### src/cam_pkg.sv
// Key and data widths are fixed in this package, only the entry count is a module parameter
package cam_pkg;

   // Width of the lookup key in bits
   localparam int key_width = 16;

   // Width of the stored data word in bits
   localparam int data_width = 32;

   // Entry count used by the top level when none is given
   // It must stay a power of two and at least 2
   localparam int default_els = 8;

   // Lookup key, compared against every valid entry
   typedef logic [key_width-1:0] key_t;

   // Data word stored alongside each key
   typedef logic [data_width-1:0] data_t;

   // Write request as it arrives on the write port
   // The key selects overwrite or allocation, the data is stored either way
   typedef struct packed {
      key_t  key;
      data_t data;
   } cam_wr_t;

   // Lookup response, returned one cycle after the lookup strobe
   // On a miss the hit flag is low and the data field is all zeros
   typedef struct packed {
      logic  hit;
      data_t data;
   } cam_rsp_t;

   // The write request is 48 bits wide
   // The response is 33 bits wide, hit flag on top

endpackage

### src/cam_tag_array.sv
// Keys written must stay unique across valid entries, so each match vector is at most one-hot
`timescale 1ns/1ps

module cam_tag_array #(
   parameter int els_p = 8
) (
   input  logic               clk_i,
   input  logic               rst_n_i,
   input  logic [els_p-1:0]   we_i,
   input  cam_pkg::key_t      w_key_i,
   input  cam_pkg::key_t      r_key_i,
   output logic [els_p-1:0]   r_match_o,
   output logic [els_p-1:0]   w_match_o,
   output logic [els_p-1:0]   empty_o
);

   // Valid bits start cleared after reset
   logic [els_p-1:0] valid_r;

   // Stored keys are only meaningful where the valid bit is set
   cam_pkg::key_t keys_r [els_p];

   // A written entry becomes valid at the same edge that stores its key
   // There is no invalidation, so valid bits only ever go from 0 to 1
   always_ff @(posedge clk_i)
   begin
      if (!rst_n_i)
      begin
         valid_r <= '0;
      end
      else
      begin
         valid_r <= valid_r | we_i;
      end
   end

   // Each enabled entry takes the write key and stale keys stay masked by their valid bits
   always_ff @(posedge clk_i)
   begin
      for (int i = 0; i < els_p; i++)
      begin
         if (we_i[i])
         begin
            keys_r[i] <= w_key_i;
         end
      end
   end

   // Both keys are compared against every entry in parallel
   // The compare uses current state, so a write at this edge is not yet seen
   always_comb
   begin
      for (int i = 0; i < els_p; i++)
      begin
         r_match_o[i] = valid_r[i] && (keys_r[i] == r_key_i);
         w_match_o[i] = valid_r[i] && (keys_r[i] == w_key_i);
      end
   end

   // Empty entries feed the allocation priority in the replacement block
   assign empty_o = ~valid_r;

endmodule

### src/cam_data_array.sv
// Read is combinational from the one-hot select and gives zero when no select bit is set
`timescale 1ns/1ps

module cam_data_array #(
   parameter int els_p = 8
) (
   input  logic               clk_i,
   input  logic [els_p-1:0]   we_i,
   input  cam_pkg::data_t     w_data_i,
   input  logic [els_p-1:0]   r_sel_i,
   output cam_pkg::data_t     r_data_o
);

   // Data storage, one word per entry
   cam_pkg::data_t mem_r [els_p];

   // The write enable is one-hot, so at most one word changes per edge
   always_ff @(posedge clk_i)
   begin
      for (int i = 0; i < els_p; i++)
      begin
         if (we_i[i])
         begin
            mem_r[i] <= w_data_i;
         end
      end
   end

   // AND-OR read mux
   // Each word is masked by its select bit and the results are ORed together
   // A miss has no select bit set, which gives the zero data of a miss response
   always_comb
   begin
      r_data_o = '0;
      for (int i = 0; i < els_p; i++)
      begin
         r_data_o = r_data_o | (mem_r[i] & {cam_pkg::data_width{r_sel_i[i]}});
      end
   end

endmodule

### src/cam_replacement.sv
// Tree pseudo-LRU for els_p a power of two and at least 2, touch vector assumed one-hot or zero
`timescale 1ns/1ps

module cam_replacement #(
   parameter int els_p = 8
) (
   input  logic               clk_i,
   input  logic               rst_n_i,
   input  logic [els_p-1:0]   touch_v_i,
   input  logic               alloc_v_i,
   input  logic [els_p-1:0]   empty_i,
   output logic [els_p-1:0]   alloc_v_o
);

   // Tree depth and number of internal nodes
   localparam int lg_els_lp = $clog2(els_p);
   localparam int nodes_lp  = els_p - 1;

   // Node k has children 2k+1 and 2k+2, leaves are entries left to right
   // A node bit of 0 says the less recently used side is the left one
   logic [nodes_lp-1:0]  lru_r;
   logic [nodes_lp-1:0]  touch_n;
   logic [nodes_lp-1:0]  lru_n;

   logic [lg_els_lp-1:0] tree_way;
   logic [lg_els_lp-1:0] empty_way;
   logic                 empty_found;
   logic [lg_els_lp-1:0] victim_way;
   logic [lg_els_lp-1:0] touch_way;
   logic                 touch_v;

   // Follows the node bits from the root down to a leaf
   function automatic logic [lg_els_lp-1:0] tree_victim(
      input logic [nodes_lp-1:0] bits
   );
      int unsigned node;
      node = 0;
      for (int lvl = 0; lvl < lg_els_lp; lvl++)
      begin
         // Step to the child on the less recently used side
         node = 2 * node + 1 + int'(bits[node]);
      end
      // Leaf nodes start right after the internal nodes
      return lg_els_lp'(node - nodes_lp);
   endfunction

   // Marks an entry as most recently used
   // Every node on its path is pointed away from it, other nodes keep their bits
   function automatic logic [nodes_lp-1:0] mark_used(
      input logic [nodes_lp-1:0]  cur,
      input logic [lg_els_lp-1:0] way
   );
      logic [nodes_lp-1:0] nxt;
      int unsigned         node;
      int unsigned         parent;
      nxt  = cur;
      node = int'(way) + nodes_lp;
      for (int lvl = 0; lvl < lg_els_lp; lvl++)
      begin
         parent = (node - 1) / 2;
         // An odd node is a left child, so the parent now points right
         nxt[parent] = node[0];
         node = parent;
      end
      return nxt;
   endfunction

   assign tree_way = tree_victim(lru_r);

   // Lowest-numbered empty entry, found by letting lower indices win
   always_comb
   begin
      empty_way = '0;
      for (int i = els_p - 1; i >= 0; i--)
      begin
         if (empty_i[i])
         begin
            empty_way = lg_els_lp'(i);
         end
      end
   end

   assign empty_found = |empty_i;

   // Empty entries take priority over the tree victim
   assign victim_way = empty_found ? empty_way : tree_way;

   // One-hot form of the chosen entry
   assign alloc_v_o = els_p'(1) << victim_way;

   // Index of the touched entry, an OR of indices is enough for a one-hot input
   always_comb
   begin
      touch_way = '0;
      for (int i = 0; i < els_p; i++)
      begin
         if (touch_v_i[i])
         begin
            touch_way = touch_way | lg_els_lp'(i);
         end
      end
   end

   assign touch_v = |touch_v_i;

   // First stage applies the lookup touch
   assign touch_n = touch_v ? mark_used(lru_r, touch_way) : lru_r;

   // Second stage applies the allocation on top, so it wins on shared nodes
   assign lru_n = alloc_v_i ? mark_used(touch_n, victim_way) : touch_n;

   // Without a touch or allocation lru_n equals lru_r, so no enable is needed
   always_ff @(posedge clk_i)
   begin
      if (!rst_n_i)
      begin
         lru_r <= '0;
      end
      else
      begin
         lru_r <= lru_n;
      end
   end

endmodule

### src/cam_ctrl.sv
// No back-pressure, the response is valid for one cycle and must be taken when it appears
`timescale 1ns/1ps

module cam_ctrl #(
   parameter int els_p = 8
) (
   input  logic               clk_i,
   input  logic               rst_n_i,
   input  logic               w_v_i,
   input  cam_pkg::cam_wr_t   w_i,
   input  logic               r_v_i,
   input  logic [els_p-1:0]   r_match_i,
   input  logic [els_p-1:0]   w_match_i,
   input  logic [els_p-1:0]   victim_i,
   input  cam_pkg::data_t     r_data_i,
   output logic [els_p-1:0]   we_o,
   output cam_pkg::cam_wr_t   w_o,
   output logic [els_p-1:0]   touch_v_o,
   output logic               alloc_v_o,
   output logic               r_v_o,
   output cam_pkg::cam_rsp_t  r_rsp_o
);

   // Write key already stored somewhere in the array
   logic w_hit;

   // Registered response valid and payload
   logic              r_v_r;
   cam_pkg::cam_rsp_t rsp_r;
   cam_pkg::cam_rsp_t rsp_n;

   assign w_hit = |w_match_i;

   // A write hit overwrites the matching entry in place
   // A write miss goes to the victim chosen by the replacement block
   assign we_o = w_v_i ? (w_hit ? w_match_i : victim_i) : '0;

   // Write key and data go to the tag and data arrays with the enable
   assign w_o = w_i;

   // Only allocations move the tree, write hits leave it alone
   assign alloc_v_o = w_v_i & ~w_hit;

   // A lookup hit touches its entry, a miss has an all-zero match vector
   assign touch_v_o = r_v_i ? r_match_i : '0;

   // Read data is already zero on a miss because of the AND-OR read
   assign rsp_n.hit  = |r_match_i;
   assign rsp_n.data = r_data_i;

   // One cycle of latency from lookup strobe to response
   always_ff @(posedge clk_i)
   begin
      if (!rst_n_i)
      begin
         r_v_r <= 1'b0;
         rsp_r <= '0;
      end
      else
      begin
         r_v_r <= r_v_i;
         // The payload holds its last value between lookups
         if (r_v_i)
         begin
            rsp_r <= rsp_n;
         end
      end
   end

   assign r_v_o   = r_v_r;
   assign r_rsp_o = rsp_r;

endmodule

### src/cam_top.sv
// els_p must be a power of two and at least 2, and a lookup sees state from before a same-edge write
`timescale 1ns/1ps

module cam_top #(
   parameter int els_p = cam_pkg::default_els
) (
   input  logic               clk_i,
   input  logic               rst_n_i,
   input  logic               w_v_i,
   input  cam_pkg::cam_wr_t   w_i,
   input  logic               r_v_i,
   input  cam_pkg::key_t      r_key_i,
   output logic               r_v_o,
   output cam_pkg::cam_rsp_t  r_rsp_o
);

   // Match and empty vectors from the tag array
   logic [els_p-1:0] r_match;
   logic [els_p-1:0] w_match;
   logic [els_p-1:0] empty;

   // Write enables, lookup touch and allocation from the controller
   logic [els_p-1:0] we;
   logic [els_p-1:0] touch_v;
   logic             alloc_v;
   cam_pkg::cam_wr_t ctrl_w;

   // Victim entry from the replacement block and read data from the data array
   logic [els_p-1:0] victim;
   cam_pkg::data_t   r_data;

   cam_ctrl #(
      .els_p (els_p)
   ) ctrl0 (
      .clk_i     (clk_i),
      .rst_n_i   (rst_n_i),
      .w_v_i     (w_v_i),
      .w_i       (w_i),
      .r_v_i     (r_v_i),
      .r_match_i (r_match),
      .w_match_i (w_match),
      .victim_i  (victim),
      .r_data_i  (r_data),
      .we_o      (we),
      .w_o       (ctrl_w),
      .touch_v_o (touch_v),
      .alloc_v_o (alloc_v),
      .r_v_o     (r_v_o),
      .r_rsp_o   (r_rsp_o)
   );

   cam_tag_array #(
      .els_p (els_p)
   ) tags0 (
      .clk_i     (clk_i),
      .rst_n_i   (rst_n_i),
      .we_i      (we),
      .w_key_i   (ctrl_w.key),
      .r_key_i   (r_key_i),
      .r_match_o (r_match),
      .w_match_o (w_match),
      .empty_o   (empty)
   );

   // The read select is the lookup match vector itself
   cam_data_array #(
      .els_p (els_p)
   ) data0 (
      .clk_i    (clk_i),
      .we_i     (we),
      .w_data_i (ctrl_w.data),
      .r_sel_i  (r_match),
      .r_data_o (r_data)
   );

   cam_replacement #(
      .els_p (els_p)
   ) repl0 (
      .clk_i     (clk_i),
      .rst_n_i   (rst_n_i),
      .touch_v_i (touch_v),
      .alloc_v_i (alloc_v),
      .empty_i   (empty),
      .alloc_v_o (victim)
   );

endmodule

### config.mk
export PLATFORM = sky130hd
export DESIGN_NAME = cam_top
export DESIGN_NICKNAME = d
export VERILOG_FILES = /design/src/cam_pkg.sv /design/src/cam_tag_array.sv /design/src/cam_data_array.sv /design/src/cam_replacement.sv /design/src/cam_ctrl.sv /design/src/cam_top.sv
export SDC_FILE = /design/constraint.sdc
export NUM_CORES = 1
export LEC_CHECK = 0
export ABC_AREA = 1
export ABC_CLOCK_PERIOD_IN_PS = 7400
export BUFFER_PORTS_ARGS = -buffer_cell sky130_fd_sc_hd__buf_2
export CAP_MARGIN = 25
export CORE_MARGIN = 2
export CORE_UTILIZATION = 35
export CTS_CLUSTER_DIAMETER = 120
export DETAILED_ROUTE_END_ITERATION = 7
export HOLD_SLACK_MARGIN = 0.03
export PLACE_DENSITY_LB_ADDON = 0.15
export SLEW_MARGIN = 5
export SYNTH_ARGS = -nofsm -noshare
export SYNTH_HDL_FRONTEND = slang
export SYNTH_SLANG_ARGS = --single-unit
### constraint.sdc
create_clock -name clk_i -period 7.4 [get_ports clk_i]
set_clock_uncertainty 0.2 [all_clocks]
set_input_delay 0.37 -clock clk_i [delete_from_list [all_inputs] [get_ports clk_i]]
set_output_delay 0.37 -clock clk_i [all_outputs]
set_load 0.02 [all_outputs]
Word level (Yosys, flattened, before mapping)
Memories as Yosys holds them, arrays and structs flattened. Index checks and enable logic that the tools add are counted.

Register bits: 49. RAM bits: 384. Logic and storage cells: 156. Memories: 2.

Memories: data0.mem_r (depth 8, bits a word 32, read ports 8, clocked after memory_dff 0, write ports 8, RTL line cam_data_array.sv:15) `cam_pkg::data_t mem_r [els_p];`; tags0.keys_r (depth 8, bits a word 16, read ports 8, clocked after memory_dff 0, write ports 8, RTL line cam_tag_array.sv:21) `cam_pkg::key_t keys_r [els_p];`.

Add/subtract/negate cells: 14. Order comparisons: 14. Equal/unequal tests: 16. Shift operators: 1. Multiplexer cells: 59. Bitwise logic cells: 19. Reduce and logical (&&, ||, !) cells: 26.

Operators with widths (number): 32-bit AND (8); 16-bit == test (16); 32-bit bitwise OR (7); 31-bit by 1-bit greater-or-equal comparator with 1-bit output (second input constant) (6); 31-bit by 4-bit < comparator with 1-bit output (second input constant) (6); 31-bit by 1-bit subtractor with 32-bit output (second input constant) (4); 32-bit by 4-bit < comparator with 1-bit output (second input constant) (2); 32-bit by 1-bit subtractor with 32-bit output (second input constant) (2); 7-bit bitwise mux (6); 3-bit 2-to-1 mux (13); 32-bit by 1-bit adder with 32-bit output (1); 32-bit by 1-bit adder with 32-bit output (second input constant) (1); 8-bit OR reduction (4); 1-bit 2-to-1 mux (25); 8-bit 2-to-1 mux (3); 1-bit logical AND (22); 1-bit demux with 3-bit select (6); 7-bit 2-to-1 mux (2); 3-bit by 3-bit adder with 4-bit output (second input constant) (2); 8-bit NOT (1); 8-bit bitwise OR (1); 1-bit by 3-bit left shift with 8-bit output (first input constant) (1); 1-bit binary-select mux with 3-bit select (2); 2-bit 2-to-1 mux (2); other kinds (6) (6).

Logic depth before layout (Yosys ltp)
Gate-level depths: netlist of run 1. An unclocked memory read counts as a cell.

Depth in word-level cells: 25. Depth in mapped cells: 19. Mapped depth without buffers: 17.

Modules after synthesis
Synthesis of run 1 repeated with hierarchy kept, for this count alone.

Cells, all modules: 2259. Area, all modules: 20694.8 µm².

By module, submodules not included: cam_data_array (times used 1, cells each 760, area each 9721.8 µm², seq. area each 7687.4 µm²); cam_tag_array (times used 1, cells each 1051, area each 8040.2 µm², seq. area each 4003.8 µm²); cam_ctrl (times used 1, cells each 252, area each 1760.4 µm², seq. area each 680.7 µm²); cam_replacement (times used 1, cells each 196, area each 1172.4 µm², seq. area each 140.1 µm²).

Least setup slack after synthesis of run 1
OpenSTA, ideal clock, no wires.

Kind: register to register. From: register tags0.valid_r[7]. To: memory data0.mem_r[0][100] (netlist bit), enable pin. Arrival time: 3721 ps. Data required time: 6728 ps. Setup slack: 3006 ps. Stages on the path, launching flop included: 8. Cell sequence: dfxtp_1 > nand2_1 > nor2_1 > nand2_1 > o21ai_1 > ha_1 > nand2_1 > o22ai_1.

RTL lines: start, declared (RTL line cam_tag_array.sv:18) `logic [els_p-1:0] valid_r;`; start signal, assigned (RTL line cam_tag_array.sv:33) `valid_r <= valid_r | we_i;`; end, declared (RTL line cam_data_array.sv:15).

==> run summary, run 1 <==
The largest buffer count on any clock path came out at 3. After global routing, the most crowded layer is met2. The leading cell type in the layout, fill and taps excluded is nand2_1. The number of failing setup endpoints in the final timing report is 0.

The DRC violation count after routing is 0. The maximum number of pins on one net before global-route repair is 50. Post-CTS repair changed the size of 0 cells.

The number of global-route vias before repair is 15800. Counting both buffers and inverters, the worst setup path holds a total of 4. TritonCTS built the clock tree.

The net count after synthesis came out at 2220. The proportion of layout cells with a drive suffix above 1 came out at 11.3%. Setup repair after global routing left no endpoint under its margin. The cell with the biggest individual delay on the critical path is o22ai_4. The setup slack of the critical path after layout came out at 3250 ps. The global-route usage over all layers is 26.0%. The critical path launch point type is a primary input.

In the final layout, the multi-input gates occupy 6790 um2. Timing analysis after detailed placement gives a worst setup slack of 3050 ps. The number of search-and-repair iterations in the first detailed-routing pass is 6.

The worst register-to-register path ends at data0.mem_r[0][106]. The number of non-filler instances in the completed layout is 3081. The worst register-to-register path begins at tags0.valid_r[6]. The critical path startpoint is w_i[45].

The number of cells in the design after placement is 2952. For this run, global-route usage on met3 was measured as 4.22%. The maximum level of the CTS H-tree came out at 2.

Clock tree synthesis found a total of 433 sinks. The synthesis-stage register bit count came out at 433. The top achievable clock speed is 241 MHz.

The count of buffers from port buffering is 101. The number of instances in the synthesized netlist came out at 2137. The final standard cell utilization of the core is 40.8%. The flow ran to the end, and the final reports show no timing, DRC or antenna violations. The library cells used most frequently in the layout, excluding fill and tap cells, are nand2_1 (543), edfxtp_1 (384), inv_1 (258). The critical path data arrival time came out at 4190 ps. The global-route met2 utilization came out at 42.3%. For the worst setup path, the data required time is 7440 ps. The signal on the critical path passes through dlygate4sd3_1 -> buf_2 -> inv_2 -> o22ai_1 -> nor2_1 -> nand2_1 -> nor2_1 -> nand3_1 -> nand2_1 -> nor2_4 -> nand3_4 -> o22ai_4 -> buf_4.

The number of buffers inserted during clock tree synthesis came out at 49. The die is 247 um wide. In this run the worst setup path terminates at tags0.keys_r[1][3]. The routed design could run at a clock period as short as 4150 ps. The flip-flop cell with the highest count after synthesis is edfxtp_1. The placeable core area is 58800 um2.

The tree is rooted in a clkbuf_16. In this run the mean area of a mapped cell was 9.71 um2. The period utilization came out at 56.1%. At the pin with the least slew margin, the transition time is 1020 ps. The count of filler cells inserted in the layout came out at 5839.

The reg-to-reg setup timing slack came out at 3530 ps. For this run the aggregate overflow at the end of global routing stands at 0. The initial antenna violation count is 1. The remaining antenna violation count after routing is 0. Clock latency on the worst-skew pair, taken at its later pin, is 620 ps. The logic depth of the worst register-to-register path is 10. On the critical path the largest part of the delay comes from buffers and inverters. Clock-pin slew was measured on the worst setup and hold paths at 60 ps. The average via count per standard cell is 5.27.

For this run, global-route usage on met1 was measured as 33.8%. The placement row count came out at 89. Total power for the finished layout comes to 5.66 mW. The critical path class is primary input to flip-flop. The number of inserted diodes is 0. The final-stage net count came out at 2350. Of the synthesized area, sequential elements account for 60.3%. The top-level port count came out at 102. The global placer's final weighted congestion came out at 0.995. The wire length of the first global-routing pass came out at 113000 um. Compared with the post-synthesis result, the final layout area differs by 15.7%. The detailed router finished its first iteration with 1569 violations.

The final hold violation count is 0. The class of the most critical hold timing path is primary input to flip-flop. The total die area came out at 61200 um2. The total of max-cap violations is 0. The buffer count from post-CTS setup fixing is 0.

After clock tree synthesis, the flow added hold-fix buffers numbering 36. The number of gates on the worst path with buffers counted came out at 13. The die is 247 um tall. The leakage power figure is 9.81 nW. The count of synthesis-stage warnings from yosys is 0. After legalization and detailed placement, the total HPWL measured 53400 um. Power spread over the standard cell area amounts to 236 nW/um2.

The final max-slew violation count came out at 0. In the synthesized netlist the async set-or-reset flop fraction comes to 0%. The setup TNS is 0 ps. The total wirelength of the detailed-routed design is 79600 um. The via total after detailed routing is 16200. The distinct cell type count after synthesis is 47. The register area is 12500 um2. The delay of the slowest cell on the worst path came out at 850 ps. In this run the worst path has a maximum fanout of 27. In this run the tightest slew margin relative to its limit is 32.3%. After detailed routing, the average wire length per cell comes to 25.8 um. The worst setup path is captured at a flip-flop. The cell area after synthesis is 20700 um2.

The number of enable flip-flop cells after synthesis is 384. The largest vdd supply drop is 0.172 mV. The initial utilization of the core area, before any placement, comes to 35.3%.
state kept, by name (all words and copies together) (netlist names):
| signal | count |
|---|---|
| tags0.valid_r | 8 |
| ctrl0.r_rsp_o | 33 |
| data0.mem_r | 256 |
| ctrl0.r_v_o | 1 |
| repl0.lru_r | 7 |
| tags0.keys_r | 128 |
synthesized netlist by cell type (17+ instances only):
cell type	instances	area (um2)
nor3_1	19	95.1
nand2_1	543	2040
o21ai_1	17	85.1
edfxtp_1	384	11500
inv_1	258	968
buf_4	28	210
nor2_1	239	897
xor2_1	42	368
inv_2	21	78.8
o22ai_1	83	519
dfxtp_1	49	981
a211oi_1	17	128
xnor2_1	26	228
a21oi_1	53	265
a221oi_1	30	263
o21ai_0	55	275
nand4_1	54	338
nand3_1	85	425
buf_2	25	125
where the power goes:
group / internal [mW] / total [mW] / leakage [nW] / switching (mW)
Clock: 1.44 / 2.50 / 0.796 / 1.07
Sequential: 2.71 / 2.74 / 3.89 / 0.0297
Combinational: 0.109 / 0.412 / 5.12 / 0.303
routing by layer:
layer / share of wire, % / up-vias
li1: - / 7477
met1: 42 / 7906
met2: 46 / 688
met3: 6.8 / 170
met4: 5.1 / 0
met5: 0 / -
final cells by class:
type | count | area share [%]
multi-input cells | 1345 | 28.3
clock inverters | 32 | 1.45
clock buffers | 60 | 5.53
flip-flops and latches | 433 | 52.1
repair buffers | 153 | 4.12
well taps | 773 | 4.03
inverters | 285 | 4.50
cell families after synthesis:
logic type      count (synthesis)  synth area share (%)
buf+inv                       359                  7.49
simple gates                  990                  20.3
flops                         433                  60.3
xor+xnor                       68                  2.87
compound gates                272                  8.14
fa+ha+maj                      15                 0.905
per-stage QoR:
step	hold WS (ps)	area (um2)
after global routing	59.1	24000
after CTS	32.7	24000
after global placement	258	22000
final	73.5	24000
after detailed placement	278	22000
after floorplan	249	20700
worst min-delay path by stage:
stage / startpoint / endpoint / slack [ps] / cells after the start
2_1_floorplan: repl0.lru_r[4] / repl0.lru_r[4] / 250 / 2
3_3_place_gp: ctrl0.r_rsp_o[32] / ctrl0.r_rsp_o[32] / 260 / 2
3_5_place_dp: repl0.lru_r[4] / repl0.lru_r[4] / 280 / 2
4_1_cts: w_i[35] / tags0.keys_r[1][19] / 30 / 1
5_1_grt: w_i[43] / tags0.keys_r[0][11] / 60 / 1
6_report: w_i[44] / tags0.keys_r[1][28] / 70 / 1
(Power assumes the default switching activity.)
==> run 2, diff against run 1 <==
ABC_CLOCK_PERIOD_IN_PS = 3920   (was 7400)
clock period = 3.92 ns   (was 7.4 ns; I/O delays follow)
==> run summary, run 2 (synthesis results as in run 1) <==
The wire length of the first global-routing pass is 112000 um (-0.50%). The power consumption is 10.6 mW (+87%). The leakage power figure is 10.1 nW (+2.7%). The total of hold buffers inserted after clock tree synthesis is 50 (+39%). The count of buffers from port buffering is 101 (unchanged).

The critical path startpoint is w_i[41]. The proportion of layout cells with a drive suffix above 1 is 12.6% (+1.3 points). Walking the worst path, the cells encountered are dlygate4sd3_1 -> buf_2 -> inv_2 -> o22ai_1 -> nor2_1 -> nand3_1 -> nor2_1 -> nand3_1 -> inv_2 -> nor2_4 -> nand3_4 -> o22ai_4 -> buf_12. The worst-skew pair later-pin latency came out at 600 ps (-20 ps). The number of gates on the worst path with buffers counted was 13 (unchanged). The depth of the worst hold-timing path came out at 4 (+3). TritonCTS built the clock tree. The number of flip-flops in the largest register was 256 (unchanged). The area added between synthesis and finish is 18.0%.

The reg-to-reg setup timing slack came to 590 ps (-2940 ps). The worst register-to-register path ends at repl0.lru_r[1]. The logic depth of the worst register-to-register path is 14 (+4). The sum of net half-perimeters after detailed placement came out at 54200 um (+1.6%). The clock period could shrink to 3400 ps. The initial core utilization came out at 35.3% (unchanged).

The initial detailed-routing violation count is 1699 (+8.3%). The part of the total power dissipated in the clock network is 43.5% (-0.7 points). The end point of the worst hold path is ctrl0.r_v_o.

The placement row count came out at 89 (unchanged). The initial antenna violation count is 3 (+2). The remaining antenna violation count after routing came out at 0 (unchanged).

Setup repair after global routing left no endpoint under its margin. The library cell used most frequently in the layout, excluding fill and tap cells, is nand2_1. The post-cts gate resize count is 0 (unchanged). The largest vdd supply drop is 0.344 mV (+100%). The worst register-to-register path begins at tags0.valid_r[6]. The global-route usage over all layers came to 25.6% (-0.38 points).

The total wirelength of the detailed-routed design was 78400 um (-1.6%). The cell with the biggest individual delay on the critical path is dlygate4sd3_1. The total of max-cap violations came out at 0 (unchanged). The total net switching power came out at 2.54 mW (+81%).

The total power density per cell area is 433 nW/um2 (+84%). The die boundary width came to 247 um (unchanged). The worst setup path is launched from a primary input. The register with the most flip-flops is data0.mem_r. The number of buffers inserted during clock tree synthesis was 49 (unchanged). The top achievable clock speed is 294 MHz. The setup TNS came to 0 ps (unchanged). The number of non-filler instances in the completed layout was 3131 (+1.6%).

STA classifies the critical path endpoint as a flip-flop. The post-CTS clock slew at the launch and capture registers of the worst setup and hold paths was 60 ps (about the same). The class of the most critical hold timing path is primary input to flip-flop. The total number of clock tree sinks came to 433 (unchanged). The largest buffer count on any clock path came out at 3 (unchanged). The actual transition at the worst max-transition pin is 892 ps (-124 ps). The number of global-route vias before repair was 16100 (+2.1%). The period utilization is 86.7%. The total die area is 61200 um2 (unchanged). In this run the most critical hold path is launched from r_v_i. The run finished with clean final reports.

The detailed-route wire length per cell is 25.0 um (-3.1%). The maximum level of the CTS H-tree is 2 (unchanged). The delay of the slowest cell on the worst path is 530 ps (-320 ps).

The library cell used as clock root buffer is clkbuf_16. The global placer's final weighted congestion came out at 1.02 (+3.0%). The placeable core area came to 58800 um2 (unchanged). The top-level port count came out at 102 (unchanged). The buffer count from post-CTS setup fixing is 0 (unchanged).

The relative slew slack is 40.5% (+8.2 points). The register share of total power came out at 48.9% (+0.4 points). The highest fanout seen on the critical path came to 32 (+19%). The number of failing setup endpoints in the final timing report is 0 (unchanged). The final hold violation count came out at 0 (unchanged). The remaining global-route overflow came to 0 (unchanged). The final max-slew violation count is 0 (unchanged). The top cell types in the final layout, fill and taps aside, are nand2_1 (543), edfxtp_1 (384), inv_1 (258).

The critical path data arrival time is 3470 ps (-720 ps). The dominant delay contributor by cell family on the critical path is buffers and inverters. The number of inserted diodes is 0 (unchanged). The critical path class is primary input to flip-flop. The number of cells in the design after placement came out at 2989 (+1.3%). The combinational cell fraction of total power came out at 7.7% (+0.4 points).

The required time at the worst-slack endpoint came to 3990 ps (-3450 ps). The maximum number of pins on one net before global-route repair came out at 50 (unchanged). The number of search-and-repair iterations in the first detailed-routing pass is 6 (unchanged).

The average via count per standard cell is 5.27 (about the same). The fraction of power spent switching nets was 24.0% (-0.80 points). The via total after detailed routing came out at 16500 (+1.6%). The internal cell power came out at 8.05 mW (+89%). The DRC violation count after routing is 0 (unchanged). The worst path buffer plus inverter count came out at 5 (+1).

The final-stage net count came out at 2400 (+2.1%). The floorplan die height is 247 um (unchanged).
## run 2: changes by cell type in the layout (fill, tap and decap cells not counted), sizes merged
cell	previous run	this run
buf	116	153
dlygate4sd3	37	50
clkbuf	60	72
clkinvlp	7	2
clkinv	20	17
bufinv	4	2
inv	286	284
## run 2: cell type report
class,count,area (um2)
clock buffer,72,1450
clock inverter,20,185
fill,5818,34300
inverter,285,1080
multi-input combinational,1345,6790
sequential,433,12500
tap,773,967
timing repair buffer,203,1500
## run 2: metal layers
| metal | vias up | wire [um] | GRT usage (%) |
|---|---|---|---|
| met5 | - | 0 | 0 |
| met4 | 0 | 3580 | 11.2 |
| met3 | 175 | 4770 | 3.45 |
| met2 | 670 | 36800 | 42.3 |
| met1 | 8073 | 33200 | 33.7 |
| li1 | 7584 | - | - |
## run 2: worst max path at each step
stage,slack (ps),to
after floorplan,680,data0.mem_r[1][64]
after global placement,450,data0.mem_r[1][107]
after detailed placement,450,data0.mem_r[1][107]
after CTS,540,data0.mem_r[1][120]
after global routing,290,repl0.lru_r[1]
final,520,data0.mem_r[1][120]
## run 2: power by group through the flow
stage	logic, mW	clock network [mW]	registers, mW
floorplan	0.392	0	5.27
global placement	0.767	0	5.27
finish	0.810	4.60	5.17
CTS	0.805	4.70	5.17
global route	0.874	4.88	5.18
detailed placement	0.764	0	5.27
## run 2: per-stage QoR
| stage | area [um2] | worst slack, ps | util, % | hold slack (ps) |
|---|---|---|---|---|
| 2_1_floorplan | 20800 | 684 | - | 94.9 |
| 3_3_place_gp | 22300 | 449 | 38.0 | 263 |
| 3_5_place_dp | 22300 | 454 | 38.0 | 274 |
| 4_1_cts | 24500 | 545 | 41.6 | 50.3 |
| 5_1_grt | 24500 | 294 | 41.6 | 94.4 |
| 6_report | 24500 | 521 | 41.6 | 71.7 |
## run 2: worst register-to-register path: stages (launching register included)
cell	delay (ps)
dfxtp_1	600
nand2_1	140
nor2_1	180
nand2_1	100
o21ai_1	520
inv_1	350
ha_1	310
xnor2_1	140
nor2_1	120
nand4_1	140
nand3_1	130
nor2_1	50
nor2_1	90
nand2_1	80
a21oi_2	120
==> run 3, diff against run 2 <==
PLACE_DENSITY_LB_ADDON = unset   (was 0.15)
==> run summary, run 3 (synthesis results as in run 1) <==
The via total after detailed routing is 16500 (+0.091%). The flow ran to the end, and the final reports show no timing, DRC or antenna violations. The placement row count is 89 (unchanged). The largest buffer count on any clock path is 3 (unchanged).

The placeable core area is 58800 um2 (unchanged). The logic depth of the worst register-to-register path came out at 11 (-3). The total of max-cap violations came out at 0 (unchanged). The floorplan die height came to 247 um (unchanged). The number of global-route vias before repair is 16400 (+2.0%). The library cell used most frequently in the layout, excluding fill and tap cells, is nand2_1.

The area added between synthesis and finish is 18.2%. The largest vdd supply drop is 0.414 mV (+20%). TritonCTS built the clock tree. The final hold violation count is 0 (unchanged). The remaining global-route overflow is 0 (unchanged). The initial antenna violation count is 2 (-1). The wire length of the first global-routing pass came out at 112000 um (about the same). The worst path buffer plus inverter count came to 4 (-1). The relative slew slack came out at 40.4% (-0.093 points). The actual transition at the worst max-transition pin is 893 ps (+1.39 ps).

The final-stage net count is 2409 (+0.38%). The sum of net half-perimeters after detailed placement was 53900 um (-0.52%). The critical path data arrival time is 3480 ps (about the same). The met3 wirelength from detailed routing is 4550 um (-4.5%). Tracing the worst setup path back leads to its startpoint at w_i[46]. The final max-slew violation count came out at 0 (unchanged). The number of gates on the worst path with buffers counted came out at 13 (unchanged).

The area taken by multi-input logic gates came out at 6790 um2 (about the same). The count of filler cells inserted in the layout was 5788 (-0.52%). The required time at the worst-slack endpoint is 4030 ps (+40 ps). The reg-to-reg setup timing slack came to 750 ps (+160 ps). Ranked by flip-flop count, first place goes to data0.mem_r. The routed length on met1 is 32700 um (-1.5%). The top achievable clock speed is 297 MHz (+0.87%). Setup repair after global routing left no endpoint under its margin. The most critical setup path has its endpoint at data0.mem_r[0][14]. The cell with the biggest individual delay on the critical path is o22ai_4. The worst register-to-register path ends at data0.mem_r[0][14]. The min-delay analysis places its worst path in the category primary input to flip-flop. The post-cts gate resize count is 0 (unchanged). The average via count per standard cell is 5.26 (-0.16%). The power consumption came out at 10.5 mW (-0.68%). The register area was 12500 um2 (unchanged).

The total wirelength of the detailed-routed design came out at 77700 um (-0.91%). The top-level port count was 102 (unchanged). The delay of the slowest cell on the worst path came out at 660 ps (+130 ps). The total number of clock tree sinks came out at 433 (unchanged).

The worst-skew pair later-pin latency is 610 ps (about the same). The maximum level of the CTS H-tree came out at 2 (unchanged). The die boundary width is 247 um (unchanged).

The proportion of layout cells with a drive suffix above 1 came out at 12.8% (+0.22 points). The critical path in this run is classified as primary input to flip-flop. The global-route usage over all layers is 25.4% (-0.18 points). The global placer's final weighted congestion is 0.998 (-2.6%). Clock tree synthesis selected as its root buffer the cell clkbuf_16. The number of search-and-repair iterations in the first detailed-routing pass came out at 7 (+1).

The sum of met2 wire segment lengths after detailed routing is 35900 um (-2.5%). The initial core utilization came out at 35.3% (unchanged). The total die area is 61200 um2 (unchanged).

The initial detailed-routing violation count was 1606 (-5.5%). The total of hold buffers inserted after clock tree synthesis is 51 (+2.0%). The dominant delay contributor by cell family on the critical path is buffers and inverters.

The highest fanout seen on the critical path came out at 18 (-44%). The total power density per cell area was 429 nW/um2 (-0.86%). The critical path launch point type is a primary input. The buffer count from post-CTS setup fixing came to 0 (unchanged). The highest metal layer carrying signal wires in the routed design is met5. The count of buffers from port buffering came out at 101 (unchanged).

The number of flip-flops in the largest register is 256 (unchanged). The remaining antenna violation count after routing came out at 0 (unchanged). The maximum number of pins on one net before global-route repair is 50 (unchanged). The detailed-route wire length per cell is 24.7 um (-1.2%). The number of failing setup endpoints in the final timing report came out at 0 (unchanged).

The period utilization came to 86.0% (-0.75 points). STA classifies the critical path endpoint as a flip-flop. The leakage power figure was 10.1 nW (+0.11%). The library cells used most frequently in the layout, excluding fill and tap cells, are nand2_1 (543), edfxtp_1 (384), inv_1 (258). The post-CTS clock slew at the launch and capture registers of the worst setup and hold paths came to 70 ps (about the same). The setup TNS came out at 0 ps (unchanged). The DRC violation count after routing came out at 0 (unchanged). The number of buffers inserted during clock tree synthesis is 47 (-4.1%). Walking the worst path, the cells encountered are dlygate4sd3_1 -> buf_2 -> inv_2 -> o22ai_1 -> nor2_1 -> nand2_1 -> nor2_1 -> nand3_1 -> nand2_1 -> nor2_4 -> nand3_4 -> o22ai_4 -> buf_4. The post-route minimum period is 3370 ps (-29.4 ps). The depth of the worst hold-timing path came out at 6 (+2). The startpoint identified for the worst register-to-register timing path is tags0.valid_r[6].
==> run 3: cell count changes in the layout (fill, tap and decap cells not counted), moves of 2 or more <==
cell,change
clkbuf_1,-3
clkinv_1,+2
clkbuf_16,-4
buf_4,+9
clkinv_16,+2
clkbuf_8,-3
clkinv_2,-3
clkinvlp_4,+2
==> run 3: metal layers <==
| layer | up-vias | track usage, % |
|---|---|---|
| li1 | 7601 | - |
| met1 | 8025 | 33.0 |
| met2 | 689 | 41.5 |
| met3 | 200 | 3.22 |
| met4 | 2 | 13.7 |
| met5 | - | 0 |
==> run 3: area by class of cell <==
type | count | area share, %
Clock buffer | 62 | 5.27
Antenna cell | 1 | 0.0102
Multi-Input combinational cell | 1345 | 27.7
Inverter | 285 | 4.40
Tap cell | 773 | 3.95
Timing Repair Buffer | 214 | 6.50
Sequential cell | 433 | 51.0
Clock inverter | 26 | 1.15
==> run 3: how the worst min path moves through the flow <==
stage	slack (ps)	from	end
2_1_floorplan	90	w_i[0]	data0.mem_r[0][0]
4_1_cts	90	r_v_i	repl0.lru_r[0]
6_report	110	r_v_i	repl0.lru_r[0]
5_1_grt	170	r_v_i	ctrl0.r_rsp_o[2]
3_3_place_gp	260	w_i[29]	data0.mem_r[0][61]
3_5_place_dp	270	ctrl0.r_rsp_o[32]	ctrl0.r_rsp_o[32]
==> run 3: stage by stage <==
stage / std cells / hold WS [ps] / util, % / setup slack, ps / area (um2)
CTS: 3138 / 92.5 / 41.7 / 593 / 24500
global route: 3138 / 173 / 41.7 / 445 / 24500
global placement: 2999 / 260 / 38.1 / 546 / 22400
detailed placement: 2999 / 270 / 38.1 / 476 / 22400
floorplan: 2137 / 94.9 / - / 684 / 20800
finish: 3139 / 107 / 41.7 / 551 / 24500
==> run 3: worst reg2reg max path, cell delays in order, from the launching register on <==
cell,delay (ps)
dfxtp_1,410
inv_1,170
o21ai_1,80
nand2_1,80
nand2_1,60
a21oi_1,140
o21ai_1,130
inv_1,230
ha_1,250
nand2_1,110
o22ai_4,660
buf_4,350
==> run 3: power breakdown <==
| part | switching, mW | internal, mW |
|---|---|---|
| combinational | 0.590 | 0.241 |
| sequential | 0.0489 | 5.12 |
| clock | 2.01 | 2.50 |
| total | 2.65 | 7.86 |
